===== src/hdl/core_pkg.sv =====
package core_pkg;

	// ------------------------------------------------------------------------
	// widths and defaults
	// ------------------------------------------------------------------------

	// register file, alu and data memory word
	localparam int DATA_W_DEF = 16;
	// instruction word from the instruction ram
	localparam int INS_W = 16;
	// instruction ram address
	localparam int IMEM_ADDR_W = 10;
	// full data memory address before the bank split
	localparam int DMEM_ADDR_W_DEF = 10;
	// data memory banks, one chip select each
	localparam int DMEM_BANKS_DEF = 4;
	// general purpose registers r0..r7
	localparam int NUM_REGS = 8;
	localparam int REG_IDX_W = 3;

	// ------------------------------------------------------------------------
	// encodings
	// ------------------------------------------------------------------------

	// operation class from the decoder
	typedef enum logic [1:0] {
		OPR_NOP = 2'd0,
		OPR_MOV = 2'd1,
		OPR_ALU = 2'd2
	} opr_e;

	// operation code handed to the external alu
	typedef enum logic [2:0] {
		ALU_ADD = 3'd0,
		ALU_SUB = 3'd1,
		ALU_MUL = 3'd2,
		ALU_DIV = 3'd3,
		ALU_CMP = 3'd4
	} alu_typ_e;

	// alu sequencer states
	typedef enum logic [1:0] {
		ALU_IDLE  = 2'd0,
		ALU_ISSUE = 2'd1,
		ALU_WAIT  = 2'd2
	} alu_state_e;

endpackage


===== src/hdl/fetch_ctrl.sv =====
`timescale 1ns/1ps

module fetch_ctrl (
	input  logic                            clk,
	input  logic                            arst_n,
	// program counter side
	input  logic                            pc_en,
	input  logic [core_pkg::IMEM_ADDR_W-1:0] pc_addr,
	input  logic [core_pkg::INS_W-1:0]       iram_dat,
	// alu sequencer side
	input  logic                            busy,
	input  logic                            cmp_taken,
	// jump request from the decoder, already qualified by issue
	input  logic                            jmp_req,
	input  logic [core_pkg::IMEM_ADDR_W-1:0] jmp_req_addr,
	// instruction ram and pc_if
	output logic                            iram_en,
	output logic [core_pkg::IMEM_ADDR_W-1:0] iram_addr,
	output logic [core_pkg::INS_W-1:0]       pcif_dat,
	output logic                            lock_req,
	output logic                            jmp_sel,
	output logic [core_pkg::IMEM_ADDR_W-1:0] jmp_addr
);

	// target of a pending compare
	logic [core_pkg::IMEM_ADDR_W-1:0] cmp_addr_q;

	// ------------------------------------------------------------------------
	// fetch gating
	// ------------------------------------------------------------------------

	// pc_if stalls for as long as a multi-cycle alu op is in flight
	assign lock_req  = busy;
	assign iram_en   = pc_en & ~lock_req;
	assign iram_addr = pc_addr;
	assign pcif_dat  = iram_dat;

	// ------------------------------------------------------------------------
	// jumps
	// ------------------------------------------------------------------------

	// one cycle select for either an issued jump or a taken compare
	always_ff @(posedge clk or negedge arst_n)
	begin
		if (!arst_n)
			jmp_sel <= 1'b0;
		else
			jmp_sel <= jmp_req | cmp_taken;
	end

	// issue only happens with busy low, so the last sample before busy rises
	// is the compare target, and it is frozen until the compare resolves
	always_ff @(posedge clk)
	begin
		if (!busy)
			cmp_addr_q <= jmp_req_addr;
		if (jmp_req)
			jmp_addr <= jmp_req_addr;
		else if (cmp_taken)
			jmp_addr <= cmp_addr_q;
	end

	// pc_if reloads after a jump, so a second select right behind is a fault
	a_jmp_single: assert property (@(posedge clk) disable iff (!arst_n)
		jmp_sel |=> !jmp_sel);

endmodule


===== src/hdl/dmem_port.sv =====
`timescale 1ns/1ps

module dmem_port #(
	parameter int DATA_W      = core_pkg::DATA_W_DEF,
	parameter int DMEM_ADDR_W = core_pkg::DMEM_ADDR_W_DEF,
	parameter int DMEM_BANKS  = core_pkg::DMEM_BANKS_DEF
) (
	// source read, qualified by issue
	input  logic                   src_mem_en,
	input  logic [DMEM_ADDR_W-1:0] src_addr,
	// destination access, qualified by issue
	input  logic                   dst_mem_en,
	input  logic                   dst_mem_rw,
	input  logic [DMEM_ADDR_W-1:0] dst_mem_addr,
	input  logic                   dst_indir,
	// indirect address taken from register bus 2
	input  logic [DMEM_ADDR_W-1:0] indir_addr,
	input  logic [DATA_W-1:0]      gprf_dat1,
	// data ram, rw high means read
	output logic                   dram_en,
	output logic                   dram_rw,
	output logic [DMEM_BANKS-1:0]  dram_cs,
	output logic [DMEM_ADDR_W-$clog2(DMEM_BANKS)-1:0] dram_addr,
	output logic [DATA_W-1:0]      dram_wdat
);

	localparam int BANK_W = $clog2(DMEM_BANKS);
	localparam int SUB_W  = DMEM_ADDR_W - BANK_W;

	logic [DMEM_ADDR_W-1:0] dst_addr;
	logic [DMEM_ADDR_W-1:0] sel_addr;

	// destination access wins over a source read
	assign dst_addr = dst_indir ? indir_addr : dst_mem_addr;
	assign sel_addr = dst_mem_en ? dst_addr : src_addr;

	assign dram_en   = src_mem_en | dst_mem_en;
	assign dram_rw   = dst_mem_en ? dst_mem_rw : 1'b1;
	// low bits address a word inside the bank
	assign dram_addr = sel_addr[SUB_W-1:0];
	// stores always take register bus 1
	assign dram_wdat = gprf_dat1;

	// top bits pick the bank
	always_comb
	begin
		dram_cs = '0;
		if (dram_en)
			dram_cs[sel_addr[DMEM_ADDR_W-1 -: BANK_W]] = 1'b1;
	end

	always_comb
	begin
		if (dram_en)
		begin
			a_cs_onehot: assert final ($onehot(dram_cs))
				else $error("dram_cs not one-hot during a data ram access");
		end
	end

endmodule


===== src/hdl/alu_seq.sv =====
`timescale 1ns/1ps

module alu_seq #(
	parameter int DATA_W = core_pkg::DATA_W_DEF
) (
	input  logic                clk,
	input  logic                arst_n,
	// decoder side
	input  logic                issue,
	input  core_pkg::opr_e      opr,
	input  core_pkg::alu_typ_e  alu_typ,
	input  logic                div_mod,
	// register buses 1 and 2
	input  logic [DATA_W-1:0]   gprf_dat1,
	input  logic [DATA_W-1:0]   gprf_dat2,
	// external alu, res is the quotient and res2 the remainder on a div
	input  logic [DATA_W-1:0]   alu_res,
	input  logic [DATA_W-1:0]   alu_res2,
	input  logic                alu_done,
	output logic                alu_start,
	output core_pkg::alu_typ_e  alu_typ_out,
	output logic [DATA_W-1:0]   alu_o_dat,
	output logic [DATA_W-1:0]   alu_t_dat,
	// to fetch_ctrl and reg_writeback
	output logic                busy,
	output logic                alu_wb,
	output logic [DATA_W-1:0]   alu_wb_dat,
	output logic                cmp_taken
);

	core_pkg::alu_state_e state_q;
	core_pkg::alu_state_e state_d;
	core_pkg::alu_typ_e   typ_q;
	logic                 div_mod_q;
	logic [DATA_W-1:0]    o_dat_q;
	logic [DATA_W-1:0]    t_dat_q;
	logic                 accept;
	logic                 done_seen;

	assign accept = issue && (opr == core_pkg::OPR_ALU) && (state_q == core_pkg::ALU_IDLE);

	// ------------------------------------------------------------------------
	// sequencer fsm
	// ------------------------------------------------------------------------

	always_comb
	begin
		state_d = state_q;
		case (state_q)
			core_pkg::ALU_IDLE:
				if (accept)
					state_d = core_pkg::ALU_ISSUE;
			// start lasts exactly one cycle
			core_pkg::ALU_ISSUE:
				state_d = core_pkg::ALU_WAIT;
			// no bound on the alu latency
			core_pkg::ALU_WAIT:
				if (alu_done)
					state_d = core_pkg::ALU_IDLE;
			default:
				state_d = core_pkg::ALU_IDLE;
		endcase
	end

	always_ff @(posedge clk or negedge arst_n)
	begin
		if (!arst_n)
			state_q <= core_pkg::ALU_IDLE;
		else
			state_q <= state_d;
	end

	// operands sit on the buses only in the issue cycle
	always_ff @(posedge clk)
	begin
		if (accept)
		begin
			typ_q     <= alu_typ;
			div_mod_q <= div_mod;
			o_dat_q   <= gprf_dat1;
			t_dat_q   <= gprf_dat2;
		end
	end

	// ------------------------------------------------------------------------
	// alu handshake and results
	// ------------------------------------------------------------------------

	assign alu_start   = (state_q == core_pkg::ALU_ISSUE);
	assign busy        = (state_q != core_pkg::ALU_IDLE);
	assign alu_typ_out = typ_q;
	assign alu_o_dat   = o_dat_q;
	assign alu_t_dat   = t_dat_q;

	assign done_seen = (state_q == core_pkg::ALU_WAIT) && alu_done;

	// both pulses are registered downstream, landing one cycle after done
	assign alu_wb    = done_seen && (typ_q != core_pkg::ALU_CMP);
	assign cmp_taken = done_seen && (typ_q == core_pkg::ALU_CMP) && alu_res[0];

	// remainder only for a div with div_mod set
	assign alu_wb_dat = (div_mod_q && (typ_q == core_pkg::ALU_DIV)) ? alu_res2 : alu_res;

	// decoder must hold off while lock_req is up
	a_no_issue_busy: assert property (@(posedge clk) disable iff (!arst_n)
		busy |-> !issue);

endmodule


===== src/hdl/reg_writeback.sv =====
`timescale 1ns/1ps

module reg_writeback #(
	parameter int DATA_W = core_pkg::DATA_W_DEF
) (
	input  logic                                clk,
	input  logic                                arst_n,
	// decoder side
	input  logic                                issue,
	input  core_pkg::opr_e                      opr,
	input  logic                                imm_en,
	input  logic [DATA_W-1:0]                   imm,
	input  logic                                src_mem_en,
	input  logic [DATA_W-1:0]                   dram_rdat,
	input  logic [core_pkg::REG_IDX_W-1:0]      src_reg,
	input  logic [core_pkg::REG_IDX_W-1:0]      dst_reg,
	input  logic                                dst_wr_en,
	input  logic                                halt,
	// register file read buses
	input  logic [DATA_W-1:0]                   gprf_dat1,
	input  logic [DATA_W-1:0]                   gprf_dat2,
	// alu result from alu_seq
	input  logic                                alu_wb,
	input  logic [DATA_W-1:0]                   alu_wb_dat,
	// register file control
	output logic [core_pkg::NUM_REGS-1:0]       bus1_rsel,
	output logic [core_pkg::NUM_REGS-1:0]       bus2_rsel,
	output logic [core_pkg::NUM_REGS-1:0]       gprf_wsel,
	output logic [DATA_W-1:0]                   gprf_dat,
	output logic [core_pkg::DMEM_ADDR_W_DEF-1:0] indir_addr
);

	logic [DATA_W-1:0]               mov_dat;
	logic                            mov_wr;
	logic [core_pkg::REG_IDX_W-1:0]  alu_dst_q;
	logic [core_pkg::NUM_REGS-1:0]   wsel_d;
	logic [DATA_W-1:0]               dat_d;

	// register index to one-hot select
	function automatic logic [core_pkg::NUM_REGS-1:0] idx_to_sel(
		input logic [core_pkg::REG_IDX_W-1:0] idx
	);
		logic [core_pkg::NUM_REGS-1:0] sel;
		sel = '0;
		sel[idx] = 1'b1;
		return sel;
	endfunction

	// ------------------------------------------------------------------------
	// read selects
	// ------------------------------------------------------------------------

	// bus 1 carries the source, bus 2 the destination
	assign bus1_rsel = idx_to_sel(src_reg);
	assign bus2_rsel = idx_to_sel(dst_reg);

	// indirect data ram address from the low bits of bus 2
	assign indir_addr = gprf_dat2[core_pkg::DMEM_ADDR_W_DEF-1:0];

	// ------------------------------------------------------------------------
	// writeback
	// ------------------------------------------------------------------------

	// immediate first, then data ram, then bus 1
	assign mov_dat = imm_en ? imm : (src_mem_en ? dram_rdat : gprf_dat1);
	// halt from pc_if kills the move strobe
	assign mov_wr  = issue && (opr == core_pkg::OPR_MOV) && dst_wr_en && !halt;

	// destination of the alu op in flight
	always_ff @(posedge clk)
	begin
		if (issue && (opr == core_pkg::OPR_ALU))
			alu_dst_q <= dst_reg;
	end

	// lock_req keeps a move from ever meeting an alu writeback
	always_comb
	begin
		wsel_d = '0;
		dat_d  = mov_dat;
		if (alu_wb)
		begin
			wsel_d = idx_to_sel(alu_dst_q);
			dat_d  = alu_wb_dat;
		end
		else if (mov_wr)
			wsel_d = idx_to_sel(dst_reg);
	end

	always_ff @(posedge clk or negedge arst_n)
	begin
		if (!arst_n)
			gprf_wsel <= '0;
		else
			gprf_wsel <= wsel_d;
	end

	always_ff @(posedge clk)
	begin
		if (alu_wb || mov_wr)
			gprf_dat <= dat_d;
	end

	// alu writeback and a move never share a cycle
	a_wsel_onehot0: assert property (@(posedge clk) disable iff (!arst_n)
		!(alu_wb && mov_wr));

endmodule


===== src/hdl/core_mem_wrapper.sv =====
`timescale 1ns/1ps

module core_mem_wrapper #(
	parameter int DATA_W     = core_pkg::DATA_W_DEF,
	parameter int DMEM_BANKS = core_pkg::DMEM_BANKS_DEF
) (
	input  logic                                clk,
	input  logic                                arst_n,
	// pc_if and instruction ram
	input  logic                                pc_en,
	input  logic [core_pkg::IMEM_ADDR_W-1:0]     pc_addr,
	input  logic                                halt,
	input  logic [core_pkg::INS_W-1:0]           iram_dat,
	output logic                                iram_en,
	output logic [core_pkg::IMEM_ADDR_W-1:0]     iram_addr,
	output logic [core_pkg::INS_W-1:0]           pcif_dat,
	output logic                                lock_req,
	output logic                                jmp_sel,
	output logic [core_pkg::IMEM_ADDR_W-1:0]     jmp_addr,
	// decoder
	input  logic                                issue,
	input  core_pkg::opr_e                      opr,
	input  core_pkg::alu_typ_e                  alu_typ,
	input  logic                                div_mod,
	input  logic                                imm_en,
	input  logic [DATA_W-1:0]                   imm,
	input  logic                                src_mem_en,
	input  logic [core_pkg::DMEM_ADDR_W_DEF-1:0] src_addr,
	input  logic [core_pkg::REG_IDX_W-1:0]      src_reg,
	input  logic [core_pkg::REG_IDX_W-1:0]      dst_reg,
	input  logic                                dst_wr_en,
	input  logic                                dst_mem_en,
	input  logic                                dst_mem_rw,
	input  logic [core_pkg::DMEM_ADDR_W_DEF-1:0] dst_mem_addr,
	input  logic                                dst_indir,
	input  logic                                jmp_en,
	// jump target that travels with the instruction
	input  logic [core_pkg::IMEM_ADDR_W-1:0]     jmp_req_addr,
	// data ram
	input  logic [DATA_W-1:0]                   dram_rdat,
	output logic                                dram_en,
	output logic                                dram_rw,
	output logic [DMEM_BANKS-1:0]               dram_cs,
	output logic [core_pkg::DMEM_ADDR_W_DEF-$clog2(DMEM_BANKS)-1:0] dram_addr,
	output logic [DATA_W-1:0]                   dram_wdat,
	// register file
	input  logic [DATA_W-1:0]                   gprf_dat1,
	input  logic [DATA_W-1:0]                   gprf_dat2,
	output logic [core_pkg::NUM_REGS-1:0]       bus1_rsel,
	output logic [core_pkg::NUM_REGS-1:0]       bus2_rsel,
	output logic [core_pkg::NUM_REGS-1:0]       gprf_wsel,
	output logic [DATA_W-1:0]                   gprf_dat,
	// alu
	input  logic [DATA_W-1:0]                   alu_res,
	input  logic [DATA_W-1:0]                   alu_res2,
	input  logic                                alu_done,
	output logic                                alu_start,
	output core_pkg::alu_typ_e                  alu_typ_out,
	output logic [DATA_W-1:0]                   alu_o_dat,
	output logic [DATA_W-1:0]                   alu_t_dat
);

	logic                                 busy;
	logic                                 cmp_taken;
	logic                                 alu_wb;
	logic [DATA_W-1:0]                    alu_wb_dat;
	logic [core_pkg::DMEM_ADDR_W_DEF-1:0] indir_addr;

	// ------------------------------------------------------------------------
	// fetch gating and jumps
	// ------------------------------------------------------------------------

	fetch_ctrl i_fetch_ctrl (
		.clk          (clk),
		.arst_n       (arst_n),
		.pc_en        (pc_en),
		.pc_addr      (pc_addr),
		.iram_dat     (iram_dat),
		.busy         (busy),
		.cmp_taken    (cmp_taken),
		.jmp_req      (issue & jmp_en),
		.jmp_req_addr (jmp_req_addr),
		.iram_en      (iram_en),
		.iram_addr    (iram_addr),
		.pcif_dat     (pcif_dat),
		.lock_req     (lock_req),
		.jmp_sel      (jmp_sel),
		.jmp_addr     (jmp_addr)
	);

	// ------------------------------------------------------------------------
	// data ram port
	// ------------------------------------------------------------------------

	dmem_port #(
		.DATA_W      (DATA_W),
		.DMEM_ADDR_W (core_pkg::DMEM_ADDR_W_DEF),
		.DMEM_BANKS  (DMEM_BANKS)
	) i_dmem_port (
		.src_mem_en   (issue & src_mem_en),
		.src_addr     (src_addr),
		.dst_mem_en   (issue & dst_mem_en),
		.dst_mem_rw   (dst_mem_rw),
		.dst_mem_addr (dst_mem_addr),
		.dst_indir    (dst_indir),
		.indir_addr   (indir_addr),
		.gprf_dat1    (gprf_dat1),
		.dram_en      (dram_en),
		.dram_rw      (dram_rw),
		.dram_cs      (dram_cs),
		.dram_addr    (dram_addr),
		.dram_wdat    (dram_wdat)
	);

	// ------------------------------------------------------------------------
	// alu sequencing and register writeback
	// ------------------------------------------------------------------------

	alu_seq #(
		.DATA_W (DATA_W)
	) i_alu_seq (
		.clk         (clk),
		.arst_n      (arst_n),
		.issue       (issue),
		.opr         (opr),
		.alu_typ     (alu_typ),
		.div_mod     (div_mod),
		.gprf_dat1   (gprf_dat1),
		.gprf_dat2   (gprf_dat2),
		.alu_res     (alu_res),
		.alu_res2    (alu_res2),
		.alu_done    (alu_done),
		.alu_start   (alu_start),
		.alu_typ_out (alu_typ_out),
		.alu_o_dat   (alu_o_dat),
		.alu_t_dat   (alu_t_dat),
		.busy        (busy),
		.alu_wb      (alu_wb),
		.alu_wb_dat  (alu_wb_dat),
		.cmp_taken   (cmp_taken)
	);

	reg_writeback #(
		.DATA_W (DATA_W)
	) i_reg_writeback (
		.clk        (clk),
		.arst_n     (arst_n),
		.issue      (issue),
		.opr        (opr),
		.imm_en     (imm_en),
		.imm        (imm),
		.src_mem_en (src_mem_en),
		.dram_rdat  (dram_rdat),
		.src_reg    (src_reg),
		.dst_reg    (dst_reg),
		.dst_wr_en  (dst_wr_en),
		.halt       (halt),
		.gprf_dat1  (gprf_dat1),
		.gprf_dat2  (gprf_dat2),
		.alu_wb     (alu_wb),
		.alu_wb_dat (alu_wb_dat),
		.bus1_rsel  (bus1_rsel),
		.bus2_rsel  (bus2_rsel),
		.gprf_wsel  (gprf_wsel),
		.gprf_dat   (gprf_dat),
		.indir_addr (indir_addr)
	);

endmodule


===== config.mk =====
export PLATFORM = sky130hd
export DESIGN_NAME = core_mem_wrapper
export DESIGN_NICKNAME = d
export VERILOG_FILES = /design/src/hdl/core_pkg.sv /design/src/hdl/fetch_ctrl.sv /design/src/hdl/dmem_port.sv /design/src/hdl/alu_seq.sv /design/src/hdl/reg_writeback.sv /design/src/hdl/core_mem_wrapper.sv
export SDC_FILE = /design/constraint.sdc
export NUM_CORES = 1
export LEC_CHECK = 0
export CAP_MARGIN = 20
export CORE_AREA = 3 3 124 126
export CTS_BUF_LIST = sky130_fd_sc_hd__clkbuf_4
export DETAILED_ROUTE_END_ITERATION = 6
export DIE_AREA = 0 0 127 129
export DONT_BUFFER_PORTS = 1
export SLEW_MARGIN = 20
export SYNTH_ARGS = -nofsm -noshare
export SYNTH_HDL_FRONTEND = slang
export SYNTH_SLANG_ARGS = --single-unit
export TNS_END_PERCENT = 100

===== constraint.sdc =====
create_clock -name clk -period 3.9 [get_ports clk]
set_clock_uncertainty 0.05 [all_clocks]
set_input_delay 0.39 -clock clk [delete_from_list [all_inputs] [get_ports clk]]
set_output_delay 0.39 -clock clk [all_outputs]
set_load 0.02 [all_outputs]

; ---- Yosys cells after proc, flatten, opt, wreduce, memory -nomap -nowiden
; Index checks and enable logic that the tools add are counted.
[word_totals]
regBits = 86
in_bits = 177
[classes]
order_cmp = 8
eq_ne = 9
muxes = 23
bitwise_logic = 7
n_reduce_logical = 20
[ops]
columns = op, n
row1 = $mux W16, 4
row2 = $mux W10, 4
row3 = $mux W8, 2
row4 = $logic_and A1 B1 Y1, 14
row5 = $lt A3 B4 Y1 const B, 3
row6 = $demux W1 S3, 3
row7 = $ge A3 B1 Y1 const B, 3
row8 = $pmux W2 S3, 1
row9 = $mux W1, 5
row10 = $and A1 B1 Y1, 4
row11 = $eq A2 B1 Y1 const B, 2
row12 = $eq A2 B2 Y1 const B, 2
row13 = $mux W2, 2
row14 = $mux W4, 1
row15 = $reduce_bool A2 Y1, 2
row16 = $eq A3 B2 Y1 const B, 1
row17 = $eq A3 B3 Y1 const B, 1
row18 = $lt A2 B3 Y1 const B, 1
row19 = $ne A3 B3 Y1 const B, 1
row20 = $demux W1 S2, 1
row21 = $ge A2 B1 Y1 const B, 1
row22 = $logic_not A2 Y1, 1
row23 = $ne A2 B1 Y1 const B, 1
row24 = $ne A2 B2 Y1 const B, 1
row25 = 5 further kinds, 6

; ---- Longest topological paths before layout
; Gate-level depths: netlist of the first run.
[logic_depth]
word_depth = 7
depth_mapped = 5
ltp_nobuf = 3

; ---- Cells and area by module
; A second synthesis of the first run with hierarchy kept.
[hier_totals]
hier_cells = 348
area_unflattened_um2 = 4568.1
[modules_own_cells]
columns = module, instances, cells_per_inst, area_per_inst_um2, seq_area_each_um2
row1 = reg_writeback, 1, 157, 1699.1, 770.7
row2 = alu_seq, 1, 67, 1452.6, 1131.1
row3 = fetch_ctrl, 1, 62, 1002.2, 625.6
row4 = dmem_port, 1, 59, 395.4, 0.0
row5 = core_mem_wrapper, 1, 3, 18.8, 0.0

; ---- Least setup slack after synthesis of the first run
; OpenSTA, ideal clock, no wires.
[synth_timing]
path_kind = reg2reg
start = register i_alu_seq.state_q[1]
end = register i_alu_seq.o_dat_q[0], in the netlist i_alu_seq.alu_o_dat[0] (enable)
arrival_ns = 3.820
required_time_ns = 3.376
slack_ns = -0.444
path_stages_with_launch = 4
synth_period_minus_slack_ns = 4.344
cell_sequence = dfrtp_1 -> nor2_1 -> inv_1 -> nor3_1
[synth_via]
elab_chain_len = 2
[synth_lines]
columns = element, line_no
row1 = from (decl), alu_seq.sv:31  ; core_pkg::alu_state_e state_q;
row2 = from (signal assigned), alu_seq.sv:68  ; state_q <= core_pkg::ALU_IDLE;
row3 = from (signal assigned), alu_seq.sv:70  ; state_q <= state_d;
row4 = $logic_not A2 Y1, alu_seq.sv:40  ; assign accept = issue && (opr == core_pkg::OPR_ALU) && (state_q == core_pkg::ALU_IDLE);
row5 = $logic_and A1 B1 Y1, alu_seq.sv:40
row6 = net i_alu_seq.accept, alu_seq.sv:37  ; logic accept;
row7 = to (signal assigned), alu_seq.sv:80  ; o_dat_q <= gprf_dat1;
row8 = to (decl), alu_seq.sv:35  ; logic [DATA_W-1:0] o_dat_q;
; The timed path passes the listed nets, and every way through them passes these cells.
; A chain may end at the register's enable or synchronous reset.

; ---- Worst setup path in the final report of the first run
[layout_timing]
start = register i_alu_seq.typ_q[1], in the netlist i_alu_seq.alu_typ_out[1]
end = register i_reg_writeback.gprf_dat[6] (enable)
[layout_via]
elab_chain_len = 3
[layout_lines]
columns = element, line_no
row1 = from (decl), alu_seq.sv:33  ; core_pkg::alu_typ_e typ_q;
row2 = from (signal assigned), alu_seq.sv:78  ; typ_q <= alu_typ;
row3 = $ne A3 B3 Y1, alu_seq.sv:98  ; assign alu_wb = done_seen && (typ_q != core_pkg::ALU_CMP);
row4 = $logic_and A1 B1 Y1, alu_seq.sv:98
row5 = $logic_or A1 B1 Y1, reg_writeback.sv:100  ; if (alu_wb || mov_wr)
row6 = to (signal assigned), reg_writeback.sv:101  ; gprf_dat <= dat_d;
row7 = to (decl), reg_writeback.sv:29  ; output logic [DATA_W-1:0] gprf_dat,
; Every way passes these cells.

==> results.py, run 1 <==
metrics = {
    "pwr": {
        "power.leakage_nw": 1.92,
        "p_per_area_nw_per_um2": 382,
        "vdd_ir_drop_max_mv": 0.174,
    },
    "yosys": {
        "synth_top_area_share_pct": 50.7,
        "async_reset_ff_share_pct": 12.8,
        "synth-xor-area-share_pct": 0,
        "synth.distinct_cells": 43,
        "ys_warn_count": 0,
        "synth_nets": 515,
        "synth_area_um2": 4450,
        "yosysSeqAreaShare_pct": 56.9,
        "synthSimpleGateAreaFrac_pct": 9.43,
        "synth_edf_count": 75,
        "ys_ff_latch": 86,
        "synth_cells": 338,
        "synth_area_leaders": "edfxtp_1, mux2i_1, buf_4",
        "synth_fa_ha_area_share_pct": 0,
        "synth-compound-area-share_pct": 9.85,
        "ys.flop_type": "edfxtp_1",
        "synth_top_cell_by_area": "edfxtp_1",
        "synth_mux_area_share_pct": 13.5,
        "avgSynthCellArea_um2": 13.2,
        "synth_top_family_by_area": "multiplexers",
    },
    "layout": {
        "syn2layout_area_growth_pct": 11.5,
        "stdcell_count": 535,
        "drive_above_1_share_pct": 12.3,
        "fillCellCount": 1423,
        "nNetsFinal": 522,
        "final_core_util_pct": 34.4,
    },
    "critical_path": {
        "critPathTopFamily": "simple AND/OR/NAND/NOR gates",
        "cp_slowest_cell": "edfxtp_1",
        "cp.arrival_ns": 2.43,
        "cp.required_ns": 3.90,
        "critPathLaunchType": "flip-flop",
        "worst-path-buf-inv": 1,
        "crit_path_max_fanout": 24,
        "slowest_delay_ns": 0.56,
        "crit_type": "flip-flop to flip-flop",
        "crit_path_end_kind": "flip-flop",
        "path_cells": "nor3b_4, buf_4, or2_1, nand2_1",
    },
    "clock_network": {
        "clock-root-buffer": "clkbuf_4",
        "cts_resized": 0,
        "cts.path.max_buffers": 2,
        "clk_pin_slew_worst_paths_ns": 0.16,
        "cts_hold_buf": 52,
        "clkLatencyLatePin_ns": 0.47,
        "numCtsBuffers": 9,
        "cts_tree": "yes",
        "post_cts_buffers": 0,
        "htree_levels": 3,
        "cts.sinks": 86,
    },
    "placement": {
        "numPortBuffers": 0,
        "dp.cells": 466,
        "place_congestion": 0.812,
        "post-dp-hpwl_mm": 10.3,
    },
    "global_route": {
        "grt_pass1_wl_mm": 19.1,
        "antenna_found_initial": 1,
        "gr-total-overflow": 0,
        "grt_pass1_vias": 2984,
        "grt_max_degree": 37,
        "grt_usage_pct": 15.9,
    },
    "die": {
        "core_um2": 14400,
        "pin_count": 322,
        "die_w_um": 127,
        "die_area_um2": 16400,
        "initial_utilization_pct": 30.8,
        "rows": 44,
        "dieHeight_um": 129,
    },
    "drt": {
        "detail_route.wl_per_cell_um": 25.3,
        "drt_pre_antenna_iters": 4,
        "drc_errors": 0,
        "vias": 2824,
        "drt-initial-drc-count": 123,
        "ant_nets": 0,
        "drt-total-wl_mm": 13.5,
        "vias_per_cell": 5.28,
    },
    "sta": {
        "fin_crit_sh_pct": 62.2,
        "rsz0062_at_grt": "no",
        "max_freq_mhz": 412,
        "maxSlewViolCount": 0,
        "whs_ns": 0.0652,
        "period_needed_ns": 2.43,
        "final-setup-viol-count": 0,
        "tightest_slew_ns": 1.03,
        "setup_tns_ns": 0,
        "slew-limit-headroom_pct": 30.3,
        "hold_viol_final": 0,
    },
    "run": {
        "cap_violations": 0,
    },
    "outcome": {
        "status": "completed",
    },
    "worst_hold_path": {
        "hp-class": "input port to flip-flop",
    },
}
-- layout by cell type (no fill, tap or decap), types with 3 or more instances in the layout --
master / count
clkbuf_4: 9
nand2_1: 26
dlygate4sd3_1: 52
a21oi_1: 8
o2111ai_1: 4
dfrtp_1: 11
o221ai_1: 16
mux2_2: 10
mux2i_1: 41
nor2_1: 13
edfxtp_1: 75
inv_1: 7
a21boi_1: 15
and3b_1: 4
nor3_1: 3
buf_4: 5
nor3b_1: 8
-- metrics by stage --
step | area (um2) | worst slack [ns] | power, mW
floorplan | 4450 | 0.660 | 1.35
global placement | 4290 | 1.56 | 1.31
detailed placement | 4290 | 1.47 | 1.32
CTS | 4950 | 1.43 | 1.92
global route | 4960 | 1.25 | 1.98
finish | 4960 | 1.47 | 1.89
-- path summary, 6_finish.rpt --
kind / slack, ns / depth (start not counted) / start / end
max: 1.47 / 4 / i_alu_seq.alu_typ_out[1] / i_reg_writeback.gprf_dat[6]
min: 0.07 / 2 / opr[0] / i_reg_writeback.gprf_wsel[3]
max reg2reg: 1.47 / 4 / i_alu_seq.alu_typ_out[1] / i_reg_writeback.gprf_dat[6]
min reg2reg: 0.52 / 1 / i_fetch_ctrl.cmp_addr_q[2] / i_fetch_ctrl.jmp_addr[2]
max in group asynchronous: 3.19 / 1 / arst_n / i_reg_writeback.gprf_wsel[5]
min in group asynchronous: 0.26 / 1 / arst_n / i_alu_seq.state_q[0]
-- flip-flops by register name, indices dropped and copies added, names as in the netlist --
name	count
i_reg_writeback.alu_dst_q	3
i_reg_writeback.gprf_wsel	8
i_alu_seq.alu_t_dat	16
i_alu_seq.alu_typ_out	3
i_fetch_ctrl.jmp_sel	1
i_reg_writeback.gprf_dat	16
i_alu_seq.state_q	2
i_fetch_ctrl.cmp_addr_q	10
i_fetch_ctrl.jmp_addr	10
i_alu_seq.alu_o_dat	16
i_alu_seq.div_mod_q	1
-- worst reg2reg max path: stages (launching register included) --
cell	delay [ns]
edfxtp_1	0.56
nor3b_4	0.23
buf_4	0.29
or2_1	0.38
nand2_1	0.50
-- cell usage after synthesis, types with 3 or more instances --
| cell | number |
|---|---|
| nor3_1 | 4 |
| a21boi_1 | 15 |
| buf_2 | 7 |
| edfxtp_1 | 75 |
| mux2i_1 | 41 |
| nand2_1 | 26 |
| nor3b_1 | 8 |
| buf_6 | 3 |
| o2111ai_1 | 4 |
| o221ai_1 | 16 |
| nor2_1 | 13 |
| and3b_1 | 4 |
| mux2_2 | 10 |
| inv_1 | 7 |
| a21oi_1 | 8 |
| clkbuf_1 | 4 |
| buf_4 | 47 |
| dfrtp_1 | 11 |
-- routing by layer --
metal  up-vias  share of wire [%]  track usage, %
li1       1242                  -               -
met4         0                2.8            7.07
met5         -                  0               0
met1      1338                 38            18.6
met3        27                9.8            7.14
met2       217                 49            25.4
-- cells by family (layout without fill, tap and decap cells) --
logic type      count (synthesis)  after routing
flops                          86             86
simple gates                   75             75
buf+inv                        68             80
mux                            55             55
compound gates                 54             54
other cells                     0              1
-- final cells by class --
type	count	area (um2)	share of cell area, %
Multi-Input combinational cell	184	1470	29.6
Inverter	7	26.3	0.530
Timing Repair Buffer	57	558	11.3
Clock inverter	7	78.8	1.59
Antenna cell	1	2.50	0.0505
Clock buffer	9	67.6	1.36
Tap cell	184	230	4.64
Sequential cell	86	2530	51.0
-- report_power, final --
group	switching, mW	internal, mW	leakage [nW]
combinational	0.124	0.108	0.984
clock	0.350	0.206	0.0822
sequential	0.0497	1.06	0.851
total	0.523	1.37	1.92
(Power assumes the default switching activity.)
==> inputs of run 2 (changes only) <==
==> constraint.sdc (replaced) <==
create_clock -name clk -period 1.97 [get_ports clk]
set_clock_uncertainty 0.05 [all_clocks]
set_input_delay 0.197 -clock clk [delete_from_list [all_inputs] [get_ports clk]]
set_output_delay 0.197 -clock clk [all_outputs]
set_load 0.02 [all_outputs]
==> run 2 against run 1 <==
Worst hold slack got worse by 0.045 ns. Global-route usage increased by 1.0 points. Power up 96%. Sequential share of layout area shrank 4.6 points. Worst setup slack worse by 1.4 ns. Sequential cell count unchanged. Register-to-register slack lost 1.4 ns. First-iteration DRC count decreased by 22%. Via count increased by 8.4%.
==> results.py, run 2 (synthesis gave the netlist of run 1 again) <==
metrics = {
    "sta": {
        "whs_ns": 0.0200,
        "period_needed_ns": 1.89,
        "fin_crit_sh_pct": 95.8,
        "slew-limit-headroom_pct": 53.9,
        "setup_tns_ns": 0,
        "final-setup-viol-count": 0,
        "maxSlewViolCount": 0,
        "max_freq_mhz": 530,
        "layout_setup_ws_ns": 0.0827,
        "tightest_slew_ns": 0.690,
        "hold_viol_final": 0,
        "rsz0062_at_grt": "no",
    },
    "drt": {
        "vias_per_cell": 5.20,
        "vias": 3060,
        "drc_errors": 0,
        "drt-total-wl_mm": 14.4,
        "ant_nets": 0,
        "drt-initial-drc-count": 96,
        "drt_pre_antenna_iters": 5,
        "detail_route.wl_per_cell_um": 24.4,
    },
    "die": {
        "core_um2": 14400,
        "die_area_um2": 16400,
        "initial_utilization_pct": 30.8,
        "rows": 44,
        "die_w_um": 127,
        "pin_count": 322,
        "dieHeight_um": 129,
    },
    "clock_network": {
        "clkLatencyLatePin_ns": 0.48,
        "cts.sinks": 86,
        "cts_tree": "yes",
        "post_cts_buffers": 0,
        "clock-root-buffer": "clkbuf_4",
        "htree_levels": 3,
        "cts_resized": 0,
        "clk_pin_slew_worst_paths_ns": 0.16,
        "numCtsBuffers": 9,
        "cts.path.max_buffers": 2,
    },
    "global_route": {
        "grt_pass1_vias": 3360,
        "grt_pass1_wl_mm": 20.2,
        "gr-total-overflow": 0,
        "grt_usage_pct": 16.9,
        "antenna_found_initial": 3,
        "grt_max_degree": 37,
    },
    "layout": {
        "stdcell_count": 588,
        "mostFrequentLayoutCell": "dlygate4sd3_1",
        "postLayoutCellArea_um2": 5460,
        "final_cell_mix": "dlygate4sd3_1, edfxtp_1, mux2i_1",
        "syn2layout_area_growth_pct": 22.7,
        "nNetsFinal": 574,
        "fillCellCount": 1379,
        "drive_above_1_share_pct": 16.2,
    },
    "pwr": {
        "comb_power_share_pct": 15.2,
        "switching_share_pct": 28.3,
        "power.leakage_nw": 2.16,
        "p_per_area_nw_per_um2": 680,
        "vdd_ir_drop_max_mv": 0.325,
        "switchingPower_mw": 1.05,
        "p_int_mw": 2.66,
        "clkPwrFrac_pct": 25.8,
        "pwr-share-seq_pct": 59.0,
    },
    "critical_path": {
        "critPathTopFamily": "simple AND/OR/NAND/NOR gates",
        "path_cells": "nor3b_4, nand4_1, nand2_1",
        "cp.required_ns": 2.05,
        "crit_type": "flip-flop to flip-flop",
        "r2r-start": "i_alu_seq.alu_typ_out[1]",
        "rr_worst_depth": 3,
        "worst-path-buf-inv": 0,
        "regToRegEndpoint": "i_fetch_ctrl.jmp_addr[1]",
        "critPathLaunchType": "flip-flop",
        "crit_path_end_kind": "flip-flop",
        "cp_slowest_cell": "edfxtp_1",
        "cp.arrival_ns": 1.97,
        "crit_path_max_fanout": 11,
        "slowest_delay_ns": 0.48,
        "regToRegSetupSlack_ns": 0.08,
    },
    "placement": {
        "numPortBuffers": 0,
        "post-place-ws_ns": 0.100,
        "dp.cells": 485,
        "place_congestion": 0.876,
        "post-dp-hpwl_mm": 10.7,
        "dpl_cell_area_um2": 4480,
    },
    "worst_hold_path": {
        "hold_start": "alu_res2[11]",
        "hp-class": "input port to flip-flop",
        "worstHoldEndpoint": "i_reg_writeback.gprf_dat[11]",
        "hold_depth": 2,
    },
    "outcome": {
        "status": "completed",
    },
    "run": {
        "cap_violations": 0,
    },
}
## run 2: cell types whose count changed in the layout (fill, tap and decap cells not counted), moves of 2 or more
cell           before  now
buf_12              0    3
buf_4               5   21
clkinv_4            0    2
dlygate4sd3_1      52   85
## run 2: stage by stage
step                      total power, mW  utilization [%]
final                                3.71             37.8
after global routing                 3.88             37.8
after CTS                            3.75             37.4
after detailed placement             2.64             31.1
after global placement               2.63             31.1
after floorplan                      2.67                -
## run 2: layout make-up
type                       instances  area [um2]  share of cell area [%]
sequential                        86        2530                    46.3
multi-input combinational        184        1470                    27.0
timing repair buffer             109        1070                    19.6
tap                              184         230                    4.22
clock buffer                      10        75.1                    1.38
clock inverter                     6        46.3                   0.848
inverter                           7        28.8                   0.527
antenna                            2        5.00                  0.0917
## run 2: worst max-delay path by stage
stage	cells after the start	endpoint	from	slack [ns]
6_report	3	i_fetch_ctrl.jmp_addr[1]	i_alu_seq.alu_typ_out[1]	0.08
5_1_grt	3	i_fetch_ctrl.jmp_addr[1]	i_alu_seq.alu_typ_out[1]	0.01
4_1_cts	3	i_fetch_ctrl.jmp_addr[1]	i_alu_seq.alu_typ_out[1]	0.05
3_5_place_dp	3	i_fetch_ctrl.jmp_addr[4]	i_alu_seq.alu_typ_out[1]	0.10
3_3_place_gp	3	i_fetch_ctrl.jmp_addr[4]	i_alu_seq.alu_typ_out[1]	0.15
2_1_floorplan	3	i_alu_seq.alu_o_dat[0]	i_alu_seq.state_q[1]	-0.17
## run 2: power by group through the flow
stage	sequential, mW	combinational, mW	clock (mW)
after floorplan	2.22	0.453	0
final	2.19	0.563	0.957
after detailed placement	2.23	0.413	0
after global routing	2.20	0.609	1.07
after CTS	2.19	0.559	0.998
after global placement	2.23	0.404	0
## run 2: routing by layer
layer	track usage [%]	part of all wire (%)	vias up
li1	-	-	1353
met1	18.5	37	1447
met2	28.3	50	222
met3	7.06	9.2	36
met4	8.64	3.3	2
met5	0	0.12	-
## run 2: timing repair
item / CTS / global route
endpoints found under the setup margin: 0 / 0
hold buffers: 80 / 5
endpoints found under the hold margin: 94 / 2
==> inputs of run 3 (changes only) <==
--- a/config.mk
+++ b/config.mk
@@ -6,11 +6,14 @@
 export NUM_CORES = 1
 export LEC_CHECK = 0
 export CAP_MARGIN = 20
-export CORE_AREA = 3 3 124 126
+export CELL_PAD_IN_SITES_DETAIL_PLACEMENT = 0
+export CELL_PAD_IN_SITES_GLOBAL_PLACEMENT = 1
+export CORE_AREA = 3 3 122 124
 export CTS_BUF_LIST = sky130_fd_sc_hd__clkbuf_4
 export DETAILED_ROUTE_END_ITERATION = 6
-export DIE_AREA = 0 0 127 129
+export DIE_AREA = 0 0 125 127
 export DONT_BUFFER_PORTS = 1
+export PLACE_DENSITY_LB_ADDON = 0.1
 export SLEW_MARGIN = 20
 export SYNTH_ARGS = -nofsm -noshare
 export SYNTH_HDL_FRONTEND = slang
==> run 3 against run 2 <==
The run now fails in clock tree synthesis (4_1_cts). Synthesized cell count unchanged. Synthesized area did not move.
==> results.py, run 3 <==
metrics = {
    "placement": {
        "place_congestion": 0.716,
        "dp.cells": 479,
        "numPortBuffers": 0,
        "dpl_cell_area_um2": 4450,
        "post-dp-hpwl_mm": 10.2,
    },
    "yosys": {
        "synth_nets": 515,
        "avgSynthCellArea_um2": 13.2,
        "yosysSeqAreaShare_pct": 56.9,
        "ys.flop_type": "edfxtp_1",
        "synth_cells": 338,
        "synth.distinct_cells": 43,
        "synth.most_common_cell": "edfxtp_1",
        "ys_warn_count": 0,
        "ys_ff_latch": 86,
        "synth_edf_count": 75,
        "synth_top_cell_by_area": "edfxtp_1",
        "async_reset_ff_share_pct": 12.8,
        "synth_area_um2": 4450,
        "synth_commonest_cells": "edfxtp_1, buf_4, mux2i_1",
        "synth_top_area_share_pct": 50.7,
        "synth_area_leaders": "edfxtp_1, mux2i_1, buf_4",
    },
    "outcome": {
        "lastStage": "clock tree synthesis (4_1_cts)",
        "error_line": "[ERROR RSZ-0060] Max buffer count reached.",
        "status": "aborted with a tool error",
    },
    "die": {
        "rows": 43,
        "initial_utilization_pct": 32.0,
        "dieHeight_um": 127,
        "pin_count": 322,
        "die_w_um": 125,
    },
    "clock_network": {
        "clock-root-buffer": "clkbuf_4",
        "cts.path.max_buffers": 2,
        "numCtsBuffers": 9,
        "cts_hold_buf": 101,
        "cts_resized": 0,
        "htree_levels": 3,
        "cts.sinks": 86,
        "post_cts_buffers": 0,
    },
}
==> run 3: cell counts after synthesis <==
No cell type changed its count.
==> run 3: kinds of logic after synthesis <==
logic type,share of synthesized area (%)
DFF,56.9
and+or+nand+nor,9.43
buffers and inverters,10.4
muxes,13.5
AOI/OAI and AO/OA,9.85
==> run 3: per-stage QoR <==
step	setup WS (ns)	hold slack (ns)
floorplan	-0.165	-0.149
global placement	0.318	-0.148
detailed placement	0.286	-0.148
==> inputs of run 4 (changes only) <==
--- a/config.mk
+++ b/config.mk
@@ -6,14 +6,11 @@
 export NUM_CORES = 1
 export LEC_CHECK = 0
 export CAP_MARGIN = 20
-export CELL_PAD_IN_SITES_DETAIL_PLACEMENT = 0
-export CELL_PAD_IN_SITES_GLOBAL_PLACEMENT = 1
-export CORE_AREA = 3 3 122 124
-export CTS_BUF_LIST = sky130_fd_sc_hd__clkbuf_4
+export CORE_AREA = 3 3 123 125
 export DETAILED_ROUTE_END_ITERATION = 6
-export DIE_AREA = 0 0 125 127
+export DIE_AREA = 0 0 126 128
 export DONT_BUFFER_PORTS = 1
-export PLACE_DENSITY_LB_ADDON = 0.1
+export PLACE_DENSITY_LB_ADDON = 0.15
 export SLEW_MARGIN = 20
 export SYNTH_ARGS = -nofsm -noshare
 export SYNTH_HDL_FRONTEND = slang
==> constraint.sdc (replaced) <==
create_clock -name clk -period 2.6 [get_ports clk]
set_clock_uncertainty 0.05 [all_clocks]
set_input_delay 0.26 -clock clk [delete_from_list [all_inputs] [get_ports clk]]
set_output_delay 0.26 -clock clk [all_outputs]
set_load 0.02 [all_outputs]
==> run 4 against run 3 <==
The run now ends clean.
==> results.py, run 4 (synthesis gave the netlist of run 1 again) <==
metrics = {
    "critical_path": {
        "crit_path_max_fanout": 17,
        "cp.required_ns": 2.74,
        "crit_type": "flip-flop to flip-flop",
        "cp.arrival_ns": 2.14,
        "critPathLaunchType": "flip-flop",
        "crit_path_end_kind": "flip-flop",
    },
    "placement": {
        "post-dp-hpwl_mm": 9.76,
        "dpl_cell_area_um2": 4370,
        "dp.cells": 471,
        "numPortBuffers": 0,
        "place_congestion": 0.784,
        "post-place-ws_ns": 0.569,
    },
    "sta": {
        "hold_viol_final": 0,
        "layout_setup_ws_ns": 0.596,
        "setup_tns_ns": 0,
        "maxSlewViolCount": 0,
        "fin_crit_sh_pct": 77.1,
        "whs_ns": 0.0251,
        "rsz0062_at_grt": "no",
        "period_needed_ns": 2.00,
        "final-setup-viol-count": 0,
        "max_freq_mhz": 499,
        "tightest_slew_ns": 0.798,
        "slew-limit-headroom_pct": 46.7,
    },
    "pwr": {
        "finalPower_mw": 3.45,
        "p_per_area_nw_per_um2": 664,
        "power.leakage_nw": 2.04,
        "vdd_ir_drop_max_mv": 0.226,
    },
    "drt": {
        "drt_pre_antenna_iters": 4,
        "ant_nets": 0,
        "vias_per_cell": 5.22,
        "vias": 2809,
        "drt-total-wl_mm": 13.1,
        "drt-initial-drc-count": 137,
        "detail_route.wl_per_cell_um": 24.3,
        "drc_errors": 0,
    },
    "clock_network": {
        "cts_tree": "yes",
        "clk_pin_slew_worst_paths_ns": 0.07,
        "htree_levels": 3,
        "cts.sinks": 86,
        "clkLatencyLatePin_ns": 0.35,
        "cts.path.max_buffers": 2,
        "post_cts_buffers": 0,
        "cts_hold_buf": 51,
        "numCtsBuffers": 9,
        "cts_resized": 0,
        "clock-root-buffer": "clkbuf_16",
    },
    "global_route": {
        "grt_pass1_wl_mm": 19.1,
        "antenna_found_initial": 0,
        "grt_max_degree": 33,
        "grt_pass1_vias": 3107,
        "grt_usage_pct": 15.9,
        "gr-total-overflow": 0,
    },
    "die": {
        "die_area_um2": 16100,
        "die_w_um": 126,
        "dieHeight_um": 128,
        "pin_count": 322,
        "rows": 43,
        "initial_utilization_pct": 31.8,
        "core_um2": 14000,
    },
    "layout": {
        "postLayoutCellArea_um2": 5200,
        "drive_above_1_share_pct": 15.1,
        "syn2layout_area_growth_pct": 17.1,
        "antenna_cells": 0,
        "stdcell_count": 538,
        "final_core_util_pct": 37.2,
        "final_cell_mix": "edfxtp_1, dlygate4sd3_1, mux2i_1",
        "nNetsFinal": 530,
        "mostFrequentLayoutCell": "edfxtp_1",
    },
    "run": {
        "cap_violations": 0,
    },
    "worst_hold_path": {
        "hp-class": "input port to flip-flop",
    },
    "outcome": {
        "status": "completed",
    },
}
[run 4: report_power, final]
part | switching (mW) | internal, mW | total (mW)
registers | 0.0742 | 1.58 | 1.66
clock network | 0.592 | 0.856 | 1.45
logic | 0.176 | 0.171 | 0.346
total | 0.842 | 2.61 | 3.45
[run 4: layout make-up]
type | count | area (um2)
well taps | 180 | 225
clock buffers | 9 | 225
flip-flops and latches | 86 | 2530
repair buffers | 65 | 628
multi-input cells | 184 | 1470
inverters | 7 | 26.3
clock inverters | 7 | 103
fillers | 1333 | 8780
[run 4: path summary, 6_finish.rpt]
check	end	slack, ns	start	cells past startpoint
max	i_reg_writeback.gprf_dat[15]	0.60	i_alu_seq.alu_typ_out[1]	5
min in group asynchronous	i_alu_seq.state_q[1]	0.26	arst_n	1
max in group asynchronous	i_reg_writeback.gprf_wsel[7]	1.91	arst_n	1
min reg2reg	i_fetch_ctrl.jmp_addr[4]	0.50	i_fetch_ctrl.cmp_addr_q[4]	1
max reg2reg	i_reg_writeback.gprf_dat[15]	0.60	i_alu_seq.alu_typ_out[1]	5
min	i_alu_seq.state_q[1]	0.03	alu_done	2
[run 4: worst max-delay path, stage by stage, from the launching register on]
cell and delay, ns:
edfxtp_1 0.54, nor3b_4 0.48, buf_4 0.33, nor2_1 0.07
buf_4 0.20, a21boi_0 0.18
[run 4: metal layers]
layer,part of all wire [%],up-vias,track usage (%)
li1,-,1253,-
met1,34,1348,15.9
met2,54,192,29.0
met3,10,16,7.12
met4,1.9,0,6.18
met5,0,-,0
